`src/hdl/line_pkg.sv`:
```
package line_pkg;

  // One console character
  typedef logic [7:0] char_t;

  // ASCII line feed ends a line
  localparam char_t NEWLINE_CHAR = 8'd10;

  // Entries per tile FIFO
  localparam int unsigned LINE_DEPTH = 16;

  // Fill count, 0 up to LINE_DEPTH inclusive
  typedef logic [$clog2(LINE_DEPTH+1)-1:0] fill_t;

  // Read and write pointer into one FIFO
  typedef logic [$clog2(LINE_DEPTH)-1:0] ptr_t;

  // A non-newline needs two free slots
  // so the terminating newline always finds room


endpackage

```
`src/hdl/console_pkg.sv`:
```
package console_pkg;

  // Tile count on the mesh
  localparam int unsigned N_TILES = 4;

  // Write address width
  localparam int unsigned ADDR_W = 32;

  typedef logic [ADDR_W-1:0] addr_t;

  // Tile index, two bits for four tiles
  typedef logic [$clog2(N_TILES)-1:0] tile_idx_t;

  // Shared error-count word, low byte only
  localparam addr_t STDERR_ADDR = 32'h5FFF0000;

  // stdio address of tile 0
  localparam addr_t STDIO_BASE = 32'h5FFF0004;

  // Byte step to the next tile's stdio word
  localparam int unsigned STDIO_STRIDE = 4;

  // Last tile sits at STDIO_BASE + (N_TILES-1)*STDIO_STRIDE
  // Anything past that, or between the two regions, is not decoded


endpackage
```
`src/hdl/console_ifs.sv`:
```
`timescale 1ns/1ps

// Decoded character going into the per-tile store
interface char_push_if
  import console_pkg::*;
  import line_pkg::*;
();
  logic      push;        // One-cycle strobe
  tile_idx_t tile;        // Target tile
  char_t     data;
  logic      is_newline;  // data == NEWLINE_CHAR

  modport source (output push, tile, data, is_newline);
  modport sink   (input  push, tile, data, is_newline);
endinterface

// Store side exposes ready lines and the head of one FIFO
interface line_pop_if
  import console_pkg::*;
  import line_pkg::*;
();
  logic [N_TILES-1:0] line_ready;  // Per tile, one or more full lines held
  logic               pop;         // Remove head at the edge
  tile_idx_t          pop_tile;    // Also selects head_data
  char_t              head_data;
  logic               head_last;   // Head entry is a newline

  modport store (
    output line_ready, head_data, head_last,
    input  pop, pop_tile
  );

  modport drain (
    input  line_ready, head_data, head_last,
    output pop, pop_tile
  );
endinterface

```
`src/hdl/console_top.sv`:
```
`timescale 1ns/1ps

module console_top
  import console_pkg::*;
  import line_pkg::*;
(
  input  logic               clk,
  input  logic               arst_n_i,
  input  logic               wr_valid_i,
  input  addr_t              wr_addr_i,
  input  char_t              wr_data_i,
  output logic               char_valid_o,
  output char_t              char_o,
  output tile_idx_t          char_tile_o,
  output logic               err_valid_o,
  output char_t              err_count_o,
  output logic [N_TILES-1:0] overflow_o
);

  char_push_if push_if ();  // Decoder to buffer
  line_pop_if  pop_if ();   // Buffer to drain

  console_decoder u_decoder (
    .clk         (clk),
    .arst_n_i    (arst_n_i),
    .wr_valid_i  (wr_valid_i),
    .wr_addr_i   (wr_addr_i),
    .wr_data_i   (wr_data_i),
    .push_o      (push_if.source),
    .err_valid_o (err_valid_o),
    .err_count_o (err_count_o)
  );

  line_buffer u_buffer (
    .clk        (clk),
    .arst_n_i   (arst_n_i),
    .push_i     (push_if.sink),
    .pop_i      (pop_if.store),
    .overflow_o (overflow_o)
  );

  line_drain u_drain (
    .clk          (clk),
    .arst_n_i     (arst_n_i),
    .pop_o        (pop_if.drain),
    .char_valid_o (char_valid_o),
    .char_o       (char_o),
    .char_tile_o  (char_tile_o)
  );

endmodule

```
`src/hdl/line_drain.sv`:
```
`timescale 1ns/1ps

module line_drain
  import console_pkg::*;
  import line_pkg::*;
(
  input  logic      clk,
  input  logic      arst_n_i,
  line_pop_if.drain pop_o,
  output logic      char_valid_o,
  output char_t     char_o,
  output tile_idx_t char_tile_o
);

  logic      busy_q;       // Mid-line, locked onto one tile
  tile_idx_t lock_tile_q;
  logic      pick_any;     // Some tile has a full line
  tile_idx_t pick_tile;    // Lowest such tile

  // Priority pick, lowest index wins
  always_comb begin
    pick_any  = 1'b0;
    pick_tile = '0;
    for (int t = N_TILES - 1; t >= 0; t--) begin
      if (pop_o.line_ready[t]) begin
        pick_any  = 1'b1;
        pick_tile = tile_idx_t'(t);
      end
    end
  end

  // First pop happens in the same cycle the tile is picked
  assign pop_o.pop      = busy_q || pick_any;
  assign pop_o.pop_tile = busy_q ? lock_tile_q : pick_tile;

  always_ff @(posedge clk or negedge arst_n_i) begin
    if (!arst_n_i) begin
      busy_q      <= 1'b0;
      lock_tile_q <= '0;
    end else if (pop_o.pop) begin
      busy_q      <= !pop_o.head_last;  // Back to idle after the newline
      lock_tile_q <= pop_o.pop_tile;
    end
  end

  // One beat out per pop, a cycle later
  always_ff @(posedge clk or negedge arst_n_i) begin
    if (!arst_n_i) begin
      char_valid_o <= 1'b0;
    end else begin
      char_valid_o <= pop_o.pop;
    end
  end

  always_ff @(posedge clk) begin
    if (pop_o.pop) begin
      char_o      <= pop_o.head_data;
      char_tile_o <= pop_o.pop_tile;
    end
  end

endmodule

```
`src/hdl/line_buffer.sv`:
```
`timescale 1ns/1ps

module line_buffer
  import console_pkg::*;
  import line_pkg::*;
(
  input  logic               clk,
  input  logic               arst_n_i,
  char_push_if.sink          push_i,
  line_pop_if.store          pop_i,
  output logic [N_TILES-1:0] overflow_o
);

  char_t mem_data [N_TILES][LINE_DEPTH];
  logic  mem_last [N_TILES][LINE_DEPTH];  // Newline flag per entry
  ptr_t  wr_ptr   [N_TILES];
  ptr_t  rd_ptr   [N_TILES];
  fill_t fill     [N_TILES];
  fill_t line_cnt [N_TILES];              // Complete lines held

  // Head of the FIFO the drain is pointing at
  assign pop_i.head_data = mem_data[pop_i.pop_tile][rd_ptr[pop_i.pop_tile]];
  assign pop_i.head_last = mem_last[pop_i.pop_tile][rd_ptr[pop_i.pop_tile]];

  for (genvar t = 0; t < N_TILES; t++) begin : g_tile
    logic push_hit;
    logic push_ok;
    logic push_drop;
    logic pop_hit;
    logic pop_nl;

    assign push_hit = push_i.push && (push_i.tile == tile_idx_t'(t));
    assign pop_hit  = pop_i.pop && (pop_i.pop_tile == tile_idx_t'(t));
    assign pop_nl   = pop_hit && mem_last[t][rd_ptr[t]];

    // Newline only needs one slot, others must leave one spare
    assign push_ok = push_hit && (push_i.is_newline ?
                                  (fill[t] != fill_t'(LINE_DEPTH)) :
                                  (fill[t] < fill_t'(LINE_DEPTH - 1)));
    assign push_drop = push_hit && !push_ok;

    assign pop_i.line_ready[t] = (line_cnt[t] != '0);

    always_ff @(posedge clk or negedge arst_n_i) begin
      if (!arst_n_i) begin
        wr_ptr[t]     <= '0;
        rd_ptr[t]     <= '0;
        fill[t]       <= '0;
        line_cnt[t]   <= '0;
        overflow_o[t] <= 1'b0;
      end else begin
        if (push_ok) begin
          wr_ptr[t] <= (wr_ptr[t] == ptr_t'(LINE_DEPTH - 1)) ? '0 : wr_ptr[t] + 1'b1;
        end
        if (pop_hit) begin
          rd_ptr[t] <= (rd_ptr[t] == ptr_t'(LINE_DEPTH - 1)) ? '0 : rd_ptr[t] + 1'b1;
        end
        // Push and pop may hit the same tile in one cycle
        fill[t]     <= fill[t] + fill_t'(push_ok) - fill_t'(pop_hit);
        line_cnt[t] <= line_cnt[t] + fill_t'(push_ok && push_i.is_newline)
                       - fill_t'(pop_nl);
        if (push_drop) overflow_o[t] <= 1'b1;  // Sticky
      end
    end

    // Storage write
    always_ff @(posedge clk) begin
      if (push_ok) begin
        mem_data[t][wr_ptr[t]] <= push_i.data;
        mem_last[t][wr_ptr[t]] <= push_i.is_newline;
      end
    end
  end

endmodule

```
`src/hdl/console_decoder.sv`:
```
`timescale 1ns/1ps

module console_decoder
  import console_pkg::*;
  import line_pkg::*;
(
  input  logic        clk,
  input  logic        arst_n_i,
  input  logic        wr_valid_i,
  input  addr_t       wr_addr_i,
  input  char_t       wr_data_i,
  char_push_if.source push_o,
  output logic        err_valid_o,
  output char_t       err_count_o
);

  logic      stdio_hit;   // Write lands on some tile's stdio word
  tile_idx_t stdio_tile;  // Which one
  logic      stderr_hit;

  // Match against every stdio address
  always_comb begin
    stdio_hit  = 1'b0;
    stdio_tile = '0;
    for (int t = 0; t < N_TILES; t++) begin
      if (wr_addr_i == STDIO_BASE + addr_t'(t * STDIO_STRIDE)) begin
        stdio_hit  = wr_valid_i;
        stdio_tile = tile_idx_t'(t);
      end
    end
  end

  assign stderr_hit = wr_valid_i && (wr_addr_i == STDERR_ADDR);

  // Push strobe, one cycle after the write
  always_ff @(posedge clk or negedge arst_n_i) begin
    if (!arst_n_i) begin
      push_o.push <= 1'b0;
      err_valid_o <= 1'b0;
    end else begin
      push_o.push <= stdio_hit;
      if (stderr_hit) err_valid_o <= 1'b1;  // Sticky once written
    end
  end

  // Payload only loads on a hit
  always_ff @(posedge clk) begin
    if (stdio_hit) begin
      push_o.tile       <= stdio_tile;
      push_o.data       <= wr_data_i;
      push_o.is_newline <= (wr_data_i == NEWLINE_CHAR);
    end
    if (stderr_hit) begin
      err_count_o <= wr_data_i;  // Exit error count
    end
  end

endmodule

```
`config.mk`:
```
export PLATFORM = sky130hd
export DESIGN_NAME = console_top
export DESIGN_NICKNAME = d
export VERILOG_FILES = /design/src/hdl/line_pkg.sv /design/src/hdl/console_pkg.sv /design/src/hdl/console_ifs.sv /design/src/hdl/console_top.sv /design/src/hdl/line_drain.sv /design/src/hdl/line_buffer.sv /design/src/hdl/console_decoder.sv
export SDC_FILE = /design/constraint.sdc
export NUM_CORES = 1
export LEC_CHECK = 0
export ABC_AREA = 0
export BUFFER_PORTS_ARGS = -buffer_cell sky130_fd_sc_hd__buf_4
export CAP_MARGIN = 20
export CORE_MARGIN = 2
export CORE_UTILIZATION = 40
export CTS_BUF_LIST = sky130_fd_sc_hd__clkbuf_4 sky130_fd_sc_hd__clkbuf_8
export DETAILED_ROUTE_END_ITERATION = 12
export MAX_ROUTING_LAYER = met4
export PLACE_DENSITY = 0.66
export SETUP_SLACK_MARGIN = 0.4
export SLEW_MARGIN = 10
export SYNTH_ARGS = -nofsm -noshare
export SYNTH_HDL_FRONTEND = slang
export SYNTH_SLANG_ARGS = --single-unit
```
`constraint.sdc`:
```
create_clock -name clk -period 7.15 [get_ports clk]
set_input_delay 0.715 -clock clk [delete_from_list [all_inputs] [get_ports clk]]
set_output_delay 0.715 -clock clk [all_outputs]
set_load 0.01 [all_outputs]
```
==> results of run 1 <==
flip-flops by register name, indices dropped and copies added, names as in the netlist:
register	count
u_buffer.overflow_o	4
u_decoder.push_o.tile	2
u_drain.char_o	8
u_buffer.mem_data	512
u_decoder.push_o.data	8
u_drain.char_tile_o	2
u_decoder.err_valid_o	1
u_decoder.push_o.push	1
u_buffer.line_cnt	20
u_decoder.err_count_o	8
u_drain.busy_q	1
u_drain.char_valid_o	1
u_decoder.push_o.is_newline	1
u_buffer.rd_ptr	16
u_drain.lock_tile_q	2
u_buffer.wr_ptr	16
u_buffer.mem_last	64
u_buffer.fill	20
power by group:
part / internal [µW] / leakage, µW / switching, µW
clock: 1780 / 0.00116 / 1560
combinational: 201 / 0.00397 / 349
sequential: 4350 / 0.00675 / 19.4
total: 6340 / 0.0119 / 1930
cell families (layout without fill, tap and decap cells):
kind of cell / after synthesis / in the layout / share of synthesized area
adders and majority gates: 84 / 84 / 0.0375
DFF: 687 / 687 / 0.682
buffers and inverters: 186 / 385 / 0.0256
and+or+nand+nor: 484 / 484 / 0.0826
xor gates and xnor gates: 38 / 38 / 0.0112
other: 0 / 1 / 0
muxes: 149 / 149 / 0.0831
AOI/OAI and AO/OA: 327 / 327 / 0.0779
layer usage:
metal	vias up	GRT usage	routed length, µm
met5	-	-	0
met4	0	0.0577	1980
met3	132	0.0413	6470
met2	855	0.316	36200
met1	9041	0.270	31000
li1	7745	-	-
worst max-delay path by stage:
stage / start / to / slack [ps] / depth (start not counted)
after detailed placement: u_buffer.line_cnt[8] / u_drain.char_o[7] / 2250 / 13
after global routing: u_buffer.line_cnt[7] / u_buffer.line_cnt[19] / 1870 / 20
final: u_buffer.line_cnt[8] / u_drain.char_o[7] / 2200 / 13
after floorplan: u_buffer.line_cnt[18] / u_buffer.line_cnt[9] / 3180 / 20
after CTS: u_buffer.line_cnt[3] / u_drain.char_o[3] / 2230 / 12
after global placement: u_buffer.line_cnt[3] / u_drain.char_o[3] / 2330 / 12
layout make-up:
type                    instances  area share
flip-flops and latches        687       0.606
multi-input cells            1082       0.260
clock buffers                 144      0.0536
well taps                     959      0.0360
repair buffers                 96      0.0228
clock inverters                62      0.0119
inverters                      83     0.00949
diodes                          1   0.0000750
metrics by stage:
step                      total power (µW)  instances  instance area [µm²]  hold slack [ps]  utilization
after global routing                  8530       3114                33400              163        0.456
final                                 8260       3114                33400              220        0.456
after global placement                4980       2904                31100              445        0.425
after detailed placement              4990       2904                31100              450        0.425
after floorplan                       4770       1955                29600              419            -
after CTS                             8310       3110                33300              164        0.455
critical path: stages (launching register included):
cell      delay [ps]
dfrtp_1          390
inv_1             80
ha_1             150
or4b_1           490
o211ai_2         170
buf_4            360
nand2_8          430
inv_4            190
mux4_2           830
buf_4            590
and3_1           240
a311oi_1          60
o21bai_1         410
a41oi_1          200
timing repair:
item,CTS,global route
hold buffers,0,1
endpoints found under the hold margin,0,30
buffers inserted,0,0
gates resized for setup,0,0
cells in the mapped netlist (9+ instances only):
cell type,number
edfxtp_1,605
nand2_1,198
dfrtp_1,82
inv_1,80
mux4_2,77
ha_1,76
mux2i_1,65
and2_1,63
a211oi_1,60
clkbuf_1,60
a21oi_1,56
nor2_1,47
o21ai_0,46
nand3_1,45
and3_1,29
buf_2,28
xnor2_1,26
a311oi_1,24
a21o_1,21
a21boi_0,20
nor2b_1,20
o22ai_1,16
nor3b_1,15
nor4_1,13
nor3_1,12
xor2_1,12
a31oi_1,10
buf_1,9
or4_1,9
==> impl_metrics.toml, run 1 <==
[critical_path]
crit_fanout = 70
path_class = "reg -> reg"
cp.arrival_ps = 5390
cp_data_required_time_ps = 7590
setup.worst_path.end_class = "flop"
reg2reg_slack_ps = 2200
start_kind = "flop"
r2r_cells = 13
r2r_start = "u_buffer.line_cnt[8]"
timing.rr.end = "u_drain.char_o[7]"

[synthesis]
synth.distinct_cells = 75
synth_edf_count = 605
synth_top_area_share = 0.613
ys_seq_area_frac = 0.682
ys.flop_type = "edfxtp_1"
syn_inst = 1955
yosysTopAreaCell = "edfxtp_1"
synth-seq-cells = 687
async_flop_share = 0.119
yosysWarnings = 0
synth_area_per_cell_um2 = 15.2
syn_area_um2 = 29600
syn_nets = 2082
synth_area_leaders = "edfxtp_1, dfrtp_1, mux4_2, ha_1, nand2_1"

[final_layout]
layout_common_cells = "edfxtp_1, nand2_1, clkbuf_8, buf_4, dfrtp_1"
final_nets = 2186
area_growth_pct = 12.6
multiInputGateArea_um2 = 8680
drive_gt1_frac = 0.170
final_common_cell = "edfxtp_1"
seqCellArea_um2 = 20200
fillers = 6265

[timing]
period_share = 0.693
hold_viol_final = 0
layout_min_cycle_time_ps = 4950
tightest_slew_ps = 1070
setup_violations = 0
max_slew_margin = 0.290
fin_skew_ps = 39.2
final.setup.tns_ps = 0
setup_slack_ps = 2200
maxSlewViolCount = 0
rsz0062_at_grt = "no"
max_freq_mhz = 202

[floorplanning]
io_pins = 67
rows = 99
die_y_um = 276
core-area_um2 = 73200
dieWidth_um = 276
design.die.area_um2 = 76300
start_util = 0.405

[detailed_routing]
final_antenna_net_count = 0
first_iter_violations = 2066
avgRoutedWirePerCell_um = 24.3
first_pass_iters = 6
viasPerCell = 5.71
wl_um = 75600
drcViolationCount = 0
vias = 17773

[place]
io_buffer_count = 66
place_hpwl_um = 48500
gp_congestion = 0.996
post-place-ws_ps = 2250

[global_routing]
grt_usage = 0.202
grt-ovfl-total = 0
grt_pass1_vias = 17443
grt_max_degree = 161
antenna_found_initial = 2
grt_first_pass_wirelength_um = 113000

[clocking]
worstSkewPairLatency_ps = 720
clk_pin_slew_worst_paths_ps = 60
clockBufferDepth = 3
cts_sinks = 687
ctsHtreeMaxLevel = 3
root_buffer = "clkbuf_8"
cts_buffers = 109
cts_tree = "built"

[min_path]
whs_path_depth = 1
hold-path-endpoint = "u_decoder.err_count_o[5]"
hp-class = "in -> reg"
min_from = "wr_data_i[5]"

[job]
maxCapViolations = 0

[power]
p_leak_uw = 0.0119
peakVddDrop_mv = 0.150
cellPowerDensity_nw_per_um2 = 248

[status]
status = "finished clean"
(Power assumes the default switching activity.)
==> run 2: changes to the inputs <==
Settings changed: ABC_AREA 0 to 1.
Clock period 7.15 ns to 5.1 ns, I/O delays scaled along.
==> run 2 against run 1 <==
- routed wire length up 4.0%
- clock skew up 3.7 ps
- register-to-register slack worse by 840 ps
- core utilization decreased by 0.41 points
- cell area up 2.3%
- die area grew 2.4%
==> impl_metrics.toml, run 2 <==
[timing]
tightest_slew_ps = 1160
fin_skew_ps = 42.9
max_slew_margin = 0.223
layout_min_cycle_time_ps = 3740
maxSlewViolCount = 0
final.setup.tns_ps = 0
period_share = 0.734
max_freq_mhz = 267
hold_viol_final = 0
rsz0062_at_grt = "no"
setup_violations = 0

[critical_path]
max_stage_delay_ps = 470
critPathSlowestCell = "nand2_4"
start_kind = "flop"
crit_cells = 20
path_class = "reg -> reg"
r2r_start = "u_buffer.line_cnt[2]"
r2r_cells = 20
cp.buffers_inverters = 5
cp_data_required_time_ps = 5690
setup.worst_path.end_class = "flop"
cp_top_family = "simple AND/OR/NAND/NOR gates"
timing.rr.end = "u_buffer.line_cnt[19]"
cp.arrival_ps = 4330
crit_fanout = 46
path_cells = "inv_1, ha_1, inv_1, nor2_1, nand2_1, nand2_1, nand2_1, nand2_4, inv_4, nor2_2, nand2_1, a31oi_1, ha_1, inv_1, ha_1, inv_1, fa_1, o21ai_0, a21oi_1, xor2_1"
reg2reg_slack_ps = 1360

[final_layout]
final_common_cell = "edfxtp_1"
drive_gt1_frac = 0.113
layout_common_cells = "edfxtp_1, nand2_1, inv_1, nand3_1, nor2_1"
final_nets = 2949
area_growth_pct = 12.5
largest_register_ff_count = 512
stdcell_count = 3896

[clocking]
cts_resized = 0
ctsHtreeMaxLevel = 3
cts_buffers = 110
clockBufferDepth = 3
cts_sinks = 687
postCtsSetupBuffers = 0
root_buffer = "clkbuf_8"
worstSkewPairLatency_ps = 750
cts_tree = "built"
clk_pin_slew_worst_paths_ps = 60
hold_buffers = 9

[status]
status = "finished clean"

[synthesis]
synth_top_family_by_area = "simple AND/OR/NAND/NOR gates"
synth_area_leaders = "edfxtp_1, dfrtp_1, nand2_1, nand3_1, o21ai_0"
ys.flop_type = "edfxtp_1"
synth-seq-cells = 687
synthAdderAreaFrac = 0.0366
synth.mux.area_fraction = 0
synth_area_per_cell_um2 = 11.2
synthSimpleGateAreaFrac = 0.145
yosysMostFrequentCell = "edfxtp_1"
synth_compound_area_frac = 0.0836
syn_nets = 2845
synth_top_area_share = 0.599
yosysWarnings = 0
synth_xor_area_frac = 0.0107
ys_seq_area_frac = 0.666
async_flop_share = 0.119
synth.distinct_cells = 41
yosys-top-cells-count = "edfxtp_1, nand2_1, inv_1"
syn_area_um2 = 30400
syn_inst = 2718
synth_edf_count = 605
yosysTopAreaCell = "edfxtp_1"

[detailed_routing]
vias = 20745
final_antenna_net_count = 0
viasPerCell = 5.32
wl_um = 78700
first_pass_iters = 6
avgRoutedWirePerCell_um = 20.2
first_iter_violations = 2522
drcViolationCount = 0

[global_routing]
gr-usage-met3 = 0.0340
met2_usage = 0.318
antenna_found_initial = 3
grt_first_pass_wirelength_um = 120000
grt_max_degree = 172
grt.busiest_layer = "met2"
grt-ovfl-total = 0
grt_usage = 0.208
met1_usage = 0.282
grt_pass1_vias = 19662

[min_path]
whs_path_depth = 3
hold-path-endpoint = "u_decoder.push_o.push"
min_from = "wr_valid_i"
hp-class = "in -> reg"

[floorplanning]
rows = 101
start_util = 0.402
core-area_um2 = 75600
io_pins = 67
die_y_um = 279
design.die.area_um2 = 78100
dieWidth_um = 279

[power]
peakVddDrop_mv = 0.247
p_leak_uw = 0.0132
cellPowerDensity_nw_per_um2 = 406

[place]
io_buffer_count = 66
place_hpwl_um = 48500
dp_cells = 3675
gp_congestion = 0.906

[job]
maxCapViolations = 0
run 2: cell count changes after synthesis, moves of 29 or more:
| cell | before | now |
|---|---|---|
| inv_1 | 80 | 286 |
| and2_1 | 63 | 0 |
| nor2_1 | 47 | 218 |
| o21ai_0 | 46 | 217 |
| a211oi_1 | 60 | 0 |
| buf_2 | 28 | 73 |
| mux4_2 | 77 | 0 |
| o21ai_1 | 1 | 31 |
| and3_1 | 29 | 0 |
| nand3_1 | 45 | 253 |
| mux2i_1 | 65 | 0 |
| nand2_1 | 198 | 503 |
| o211ai_1 | 1 | 96 |
run 2: cell type report:
type | count | area, µm²
Clock buffer | 147 | 1870
Clock inverter | 59 | 312
Sequential cell | 687 | 20200
Fill cell | 6922 | 41400
Antenna cell | 2 | 5.00
Multi-Input combinational cell | 1604 | 8400
Inverter | 294 | 1110
Tap cell | 978 | 1220
Timing Repair Buffer | 125 | 1000
run 2: through the flow:
stage | utilization | total power, µW | setup slack (ps) | instance area [µm²] | hold slack [ps]
after global placement | 0.420 | 9250 | 1340 | 31800 | 414
after CTS | 0.451 | 13900 | 1340 | 34100 | 108
after detailed placement | 0.421 | 9270 | 1380 | 31800 | 420
after global routing | 0.452 | 14500 | 905 | 34100 | 141
after floorplan | - | 8170 | 1840 | 30400 | 214
final | 0.452 | 13900 | 1360 | 34100 | 141
run 2: worst max-delay path by stage:
stage | from | to | slack, ps
finish | u_buffer.line_cnt[2] | u_buffer.line_cnt[19] | 1360
global route | u_buffer.line_cnt[2] | u_buffer.line_cnt[19] | 910
CTS | u_buffer.line_cnt[2] | u_buffer.line_cnt[19] | 1340
detailed placement | u_buffer.line_cnt[2] | u_buffer.line_cnt[19] | 1380
global placement | u_buffer.line_cnt[18] | u_drain.char_o[6] | 1340
floorplan | u_buffer.line_cnt[13] | u_buffer.line_cnt[19] | 1840
run 2: kinds of logic after synthesis:
family                   after synthesis
AO/OA/AOI/OAI                        440
XOR/XNOR                              37
buffers and inverters                427
AND/OR/NAND/NOR                     1043
adder cells (fa/ha/maj)               84
flip-flops                           687
run 2: power breakdown:
group / leakage (µW) / total (µW) / internal (µW) / switching, µW
Combinational: 0.00528 / 3020 / 869 / 2150
Clock: 0.00115 / 4670 / 2450 / 2220
Sequential: 0.00675 / 6180 / 6140 / 41.6
run 2: worst register-to-register path, cell delays in order, from the launching register on:
cell     delay, ps
dfrtp_1        380
inv_1           80
ha_1           140
inv_1           30
nor2_1          70
nand2_1         80
nand2_1         70
nand2_1        110
nand2_4        470
inv_4          220
nor2_2         320
nand2_1         90
a31oi_1        170
ha_1           250
inv_1           60
ha_1           160
inv_1           60
fa_1           400
o21ai_0        170
a21oi_1        100
xor2_1         140
run 2: layer usage:
layer | share of wire | vias to the layer above
li1 | - | 9650
met1 | 0.43 | 10034
met2 | 0.47 | 911
met3 | 0.077 | 150
met4 | 0.029 | 0
met5 | 0 | -
==> run 3: changes to the inputs <==
Clock period 5.1 ns to 3.5 ns, I/O delays scaled along.
==> run 3 against run 2 <==
- via count is 3.4% higher
- worst hold slack got worse by 89 ps
- cell area grew 3.9%
- combinational power grew 60%
- global-route usage is 0.51 points higher
- total power increased by 49%
- worst setup slack got worse by 980 ps
- sequential cell count did not move
- sequential power increased by 45%
- final cell count rose by 2.2%
==> impl_metrics.toml, run 3 (same netlist as run 2, synthesis figures left out) <==
[status]
status = "finished clean"

[detailed_routing]
drcViolationCount = 0
final_antenna_net_count = 0
first_pass_iters = 6
vias = 21450
viasPerCell = 5.39
first_iter_violations = 2478
avgRoutedWirePerCell_um = 21.4
wl_um = 85000

[final_layout]
area_growth_pct = 16.9
layout_common_cells = "edfxtp_1, nand2_1, inv_1, nand3_1, nor2_1"
final_nets = 3044
drive_gt1_frac = 0.158
largest_register_ff_count = 512
final_common_cell = "edfxtp_1"
stdcell_count = 3981

[timing]
layout_min_cycle_time_ps = 3120
rsz0062_at_grt = "yes"
final.setup.tns_ps = 0
hold_viol_final = 0
tightest_slew_ps = 949
period_share = 0.892
setup_violations = 0
max_slew_margin = 0.365
max_freq_mhz = 320
maxSlewViolCount = 0
setup_slack_ps = 377
fin_skew_ps = 83.6

[power]
cellPowerDensity_nw_per_um2 = 581
peakVddDrop_mv = 0.522
p_leak_uw = 0.0138
finalPower_uw = 20600

[critical_path]
start_kind = "flop"
cp.arrival_ps = 3610
crit_fanout = 17
cp_data_required_time_ps = 3980
path_class = "reg -> reg"
setup.worst_path.end_class = "flop"

[min_path]
hp-class = "in -> async"

[floorplanning]
rows = 101
start_util = 0.402
design.die.area_um2 = 78100
dieWidth_um = 279
die_y_um = 279
io_pins = 67
core-area_um2 = 75600

[global_routing]
grt_first_pass_wirelength_um = 123000
grt-ovfl-total = 0
grt_max_degree = 161
antenna_found_initial = 1
grt_pass1_vias = 20577
grt_usage = 0.213

[clocking]
ctsHtreeMaxLevel = 3
worstSkewPairLatency_ps = 760
cts_sinks = 687
cts_buffers = 105
clk_pin_slew_worst_paths_ps = 70
clockBufferDepth = 3
root_buffer = "clkbuf_8"
cts_tree = "built"

[job]
maxCapViolations = 0

[place]
place_hpwl_um = 48800
gp_congestion = 0.962
io_buffer_count = 66
dp_cells = 3744
post-place-ws_ps = 230
-- run 3: cell types whose count changed in the layout (fill, tap and decap cells not counted), moves of 9 or more --
cell       change
clkbuf_4      +17
inv_2         +11
clkbuf_16      +9
buf_4         +74
inv_1         -14
clkbuf_8      -14
clkinv_1      -11
-- run 3: power by group --
group,total [µW],internal [µW],switching (µW)
combinational,4820,1590,3230
clock,6800,3630,3180
sequential,8990,8940,48.0
-- run 3: cell type report --
type,count,area [µm²]
Clock buffer,150,1810
Multi-Input combinational cell,1604,8650
Sequential cell,687,20200
Timing Repair Buffer,225,2120
Tap cell,978,1220
Antenna cell,2,5.00
Fill cell,6795,40100
Clock inverter,41,315
Inverter,294,1120
-- run 3: routing by layer --
metal / up-vias / global-route usage / wire length [µm]
met5: - / - / 0
met4: 0 / 0.0882 / 3530
met3: 216 / 0.0399 / 7750
met2: 1100 / 0.329 / 39700
met1: 10303 / 0.277 / 34100
li1: 9831 / - / -
-- run 3: repair_timing --
| action | 4_1_cts | 5_1_grt |
|---|---|---|
| endpoints found under the setup margin | 12 | 24 |
| setup buffers | 3 | 21 |
| hold endpoints to repair | 86 | 0 |
| pin swaps | 4 | 29 |
| gates cloned | 1 | 9 |
| hold buffers | 9 | 0 |
| resized for setup | 13 | 82 |
-- run 3: worst max-delay path: stages (launching register included) --
cell     delay [ps]
dfrtp_1         390
inv_2            80
ha_4            130
inv_2            30
nor2_2           80
nand2_1          90
nand2_1          90
nand2_2          80
nand2_4         150
buf_6           200
buf_16          190
nand2_1          60
nand3_1         140
nand2_2         130
inv_2           110
buf_12          160
nand3_1         130
nand3_1         130
nand3_1         150
buf_4           180
nand3_1          80
nand2_1          50
-- run 3: path summary, 6_finish.rpt --
kind	start	end	slack [ps]	cells after the start
worst max register to register	u_buffer.line_cnt[3]	u_drain.char_o[7]	380	21
min in group clk	wr_addr_i[2]	u_decoder.push_o.tile[1]	80	3
worst max-delay path	u_buffer.line_cnt[3]	u_drain.char_o[7]	380	21
max in group asynchronous	arst_n_i	u_buffer.line_cnt[16]	2810	3
worst min-delay path	arst_n_i	u_buffer.fill[8]	50	2
worst min register to register	u_decoder.err_valid_o	u_decoder.err_valid_o	490	1
-- run 3: stage by stage --
| stage | hold slack (ps) | utilization | area [µm²] |
|---|---|---|---|
| detailed placement | 465 | 0.429 | 32400 |
| CTS | 24.4 | 0.460 | 34800 |
| finish | 52.2 | 0.469 | 35500 |
| global placement | 460 | 0.429 | 32400 |
| global route | 52.7 | 0.469 | 35500 |
| floorplan | 54.4 | - | 30400 |
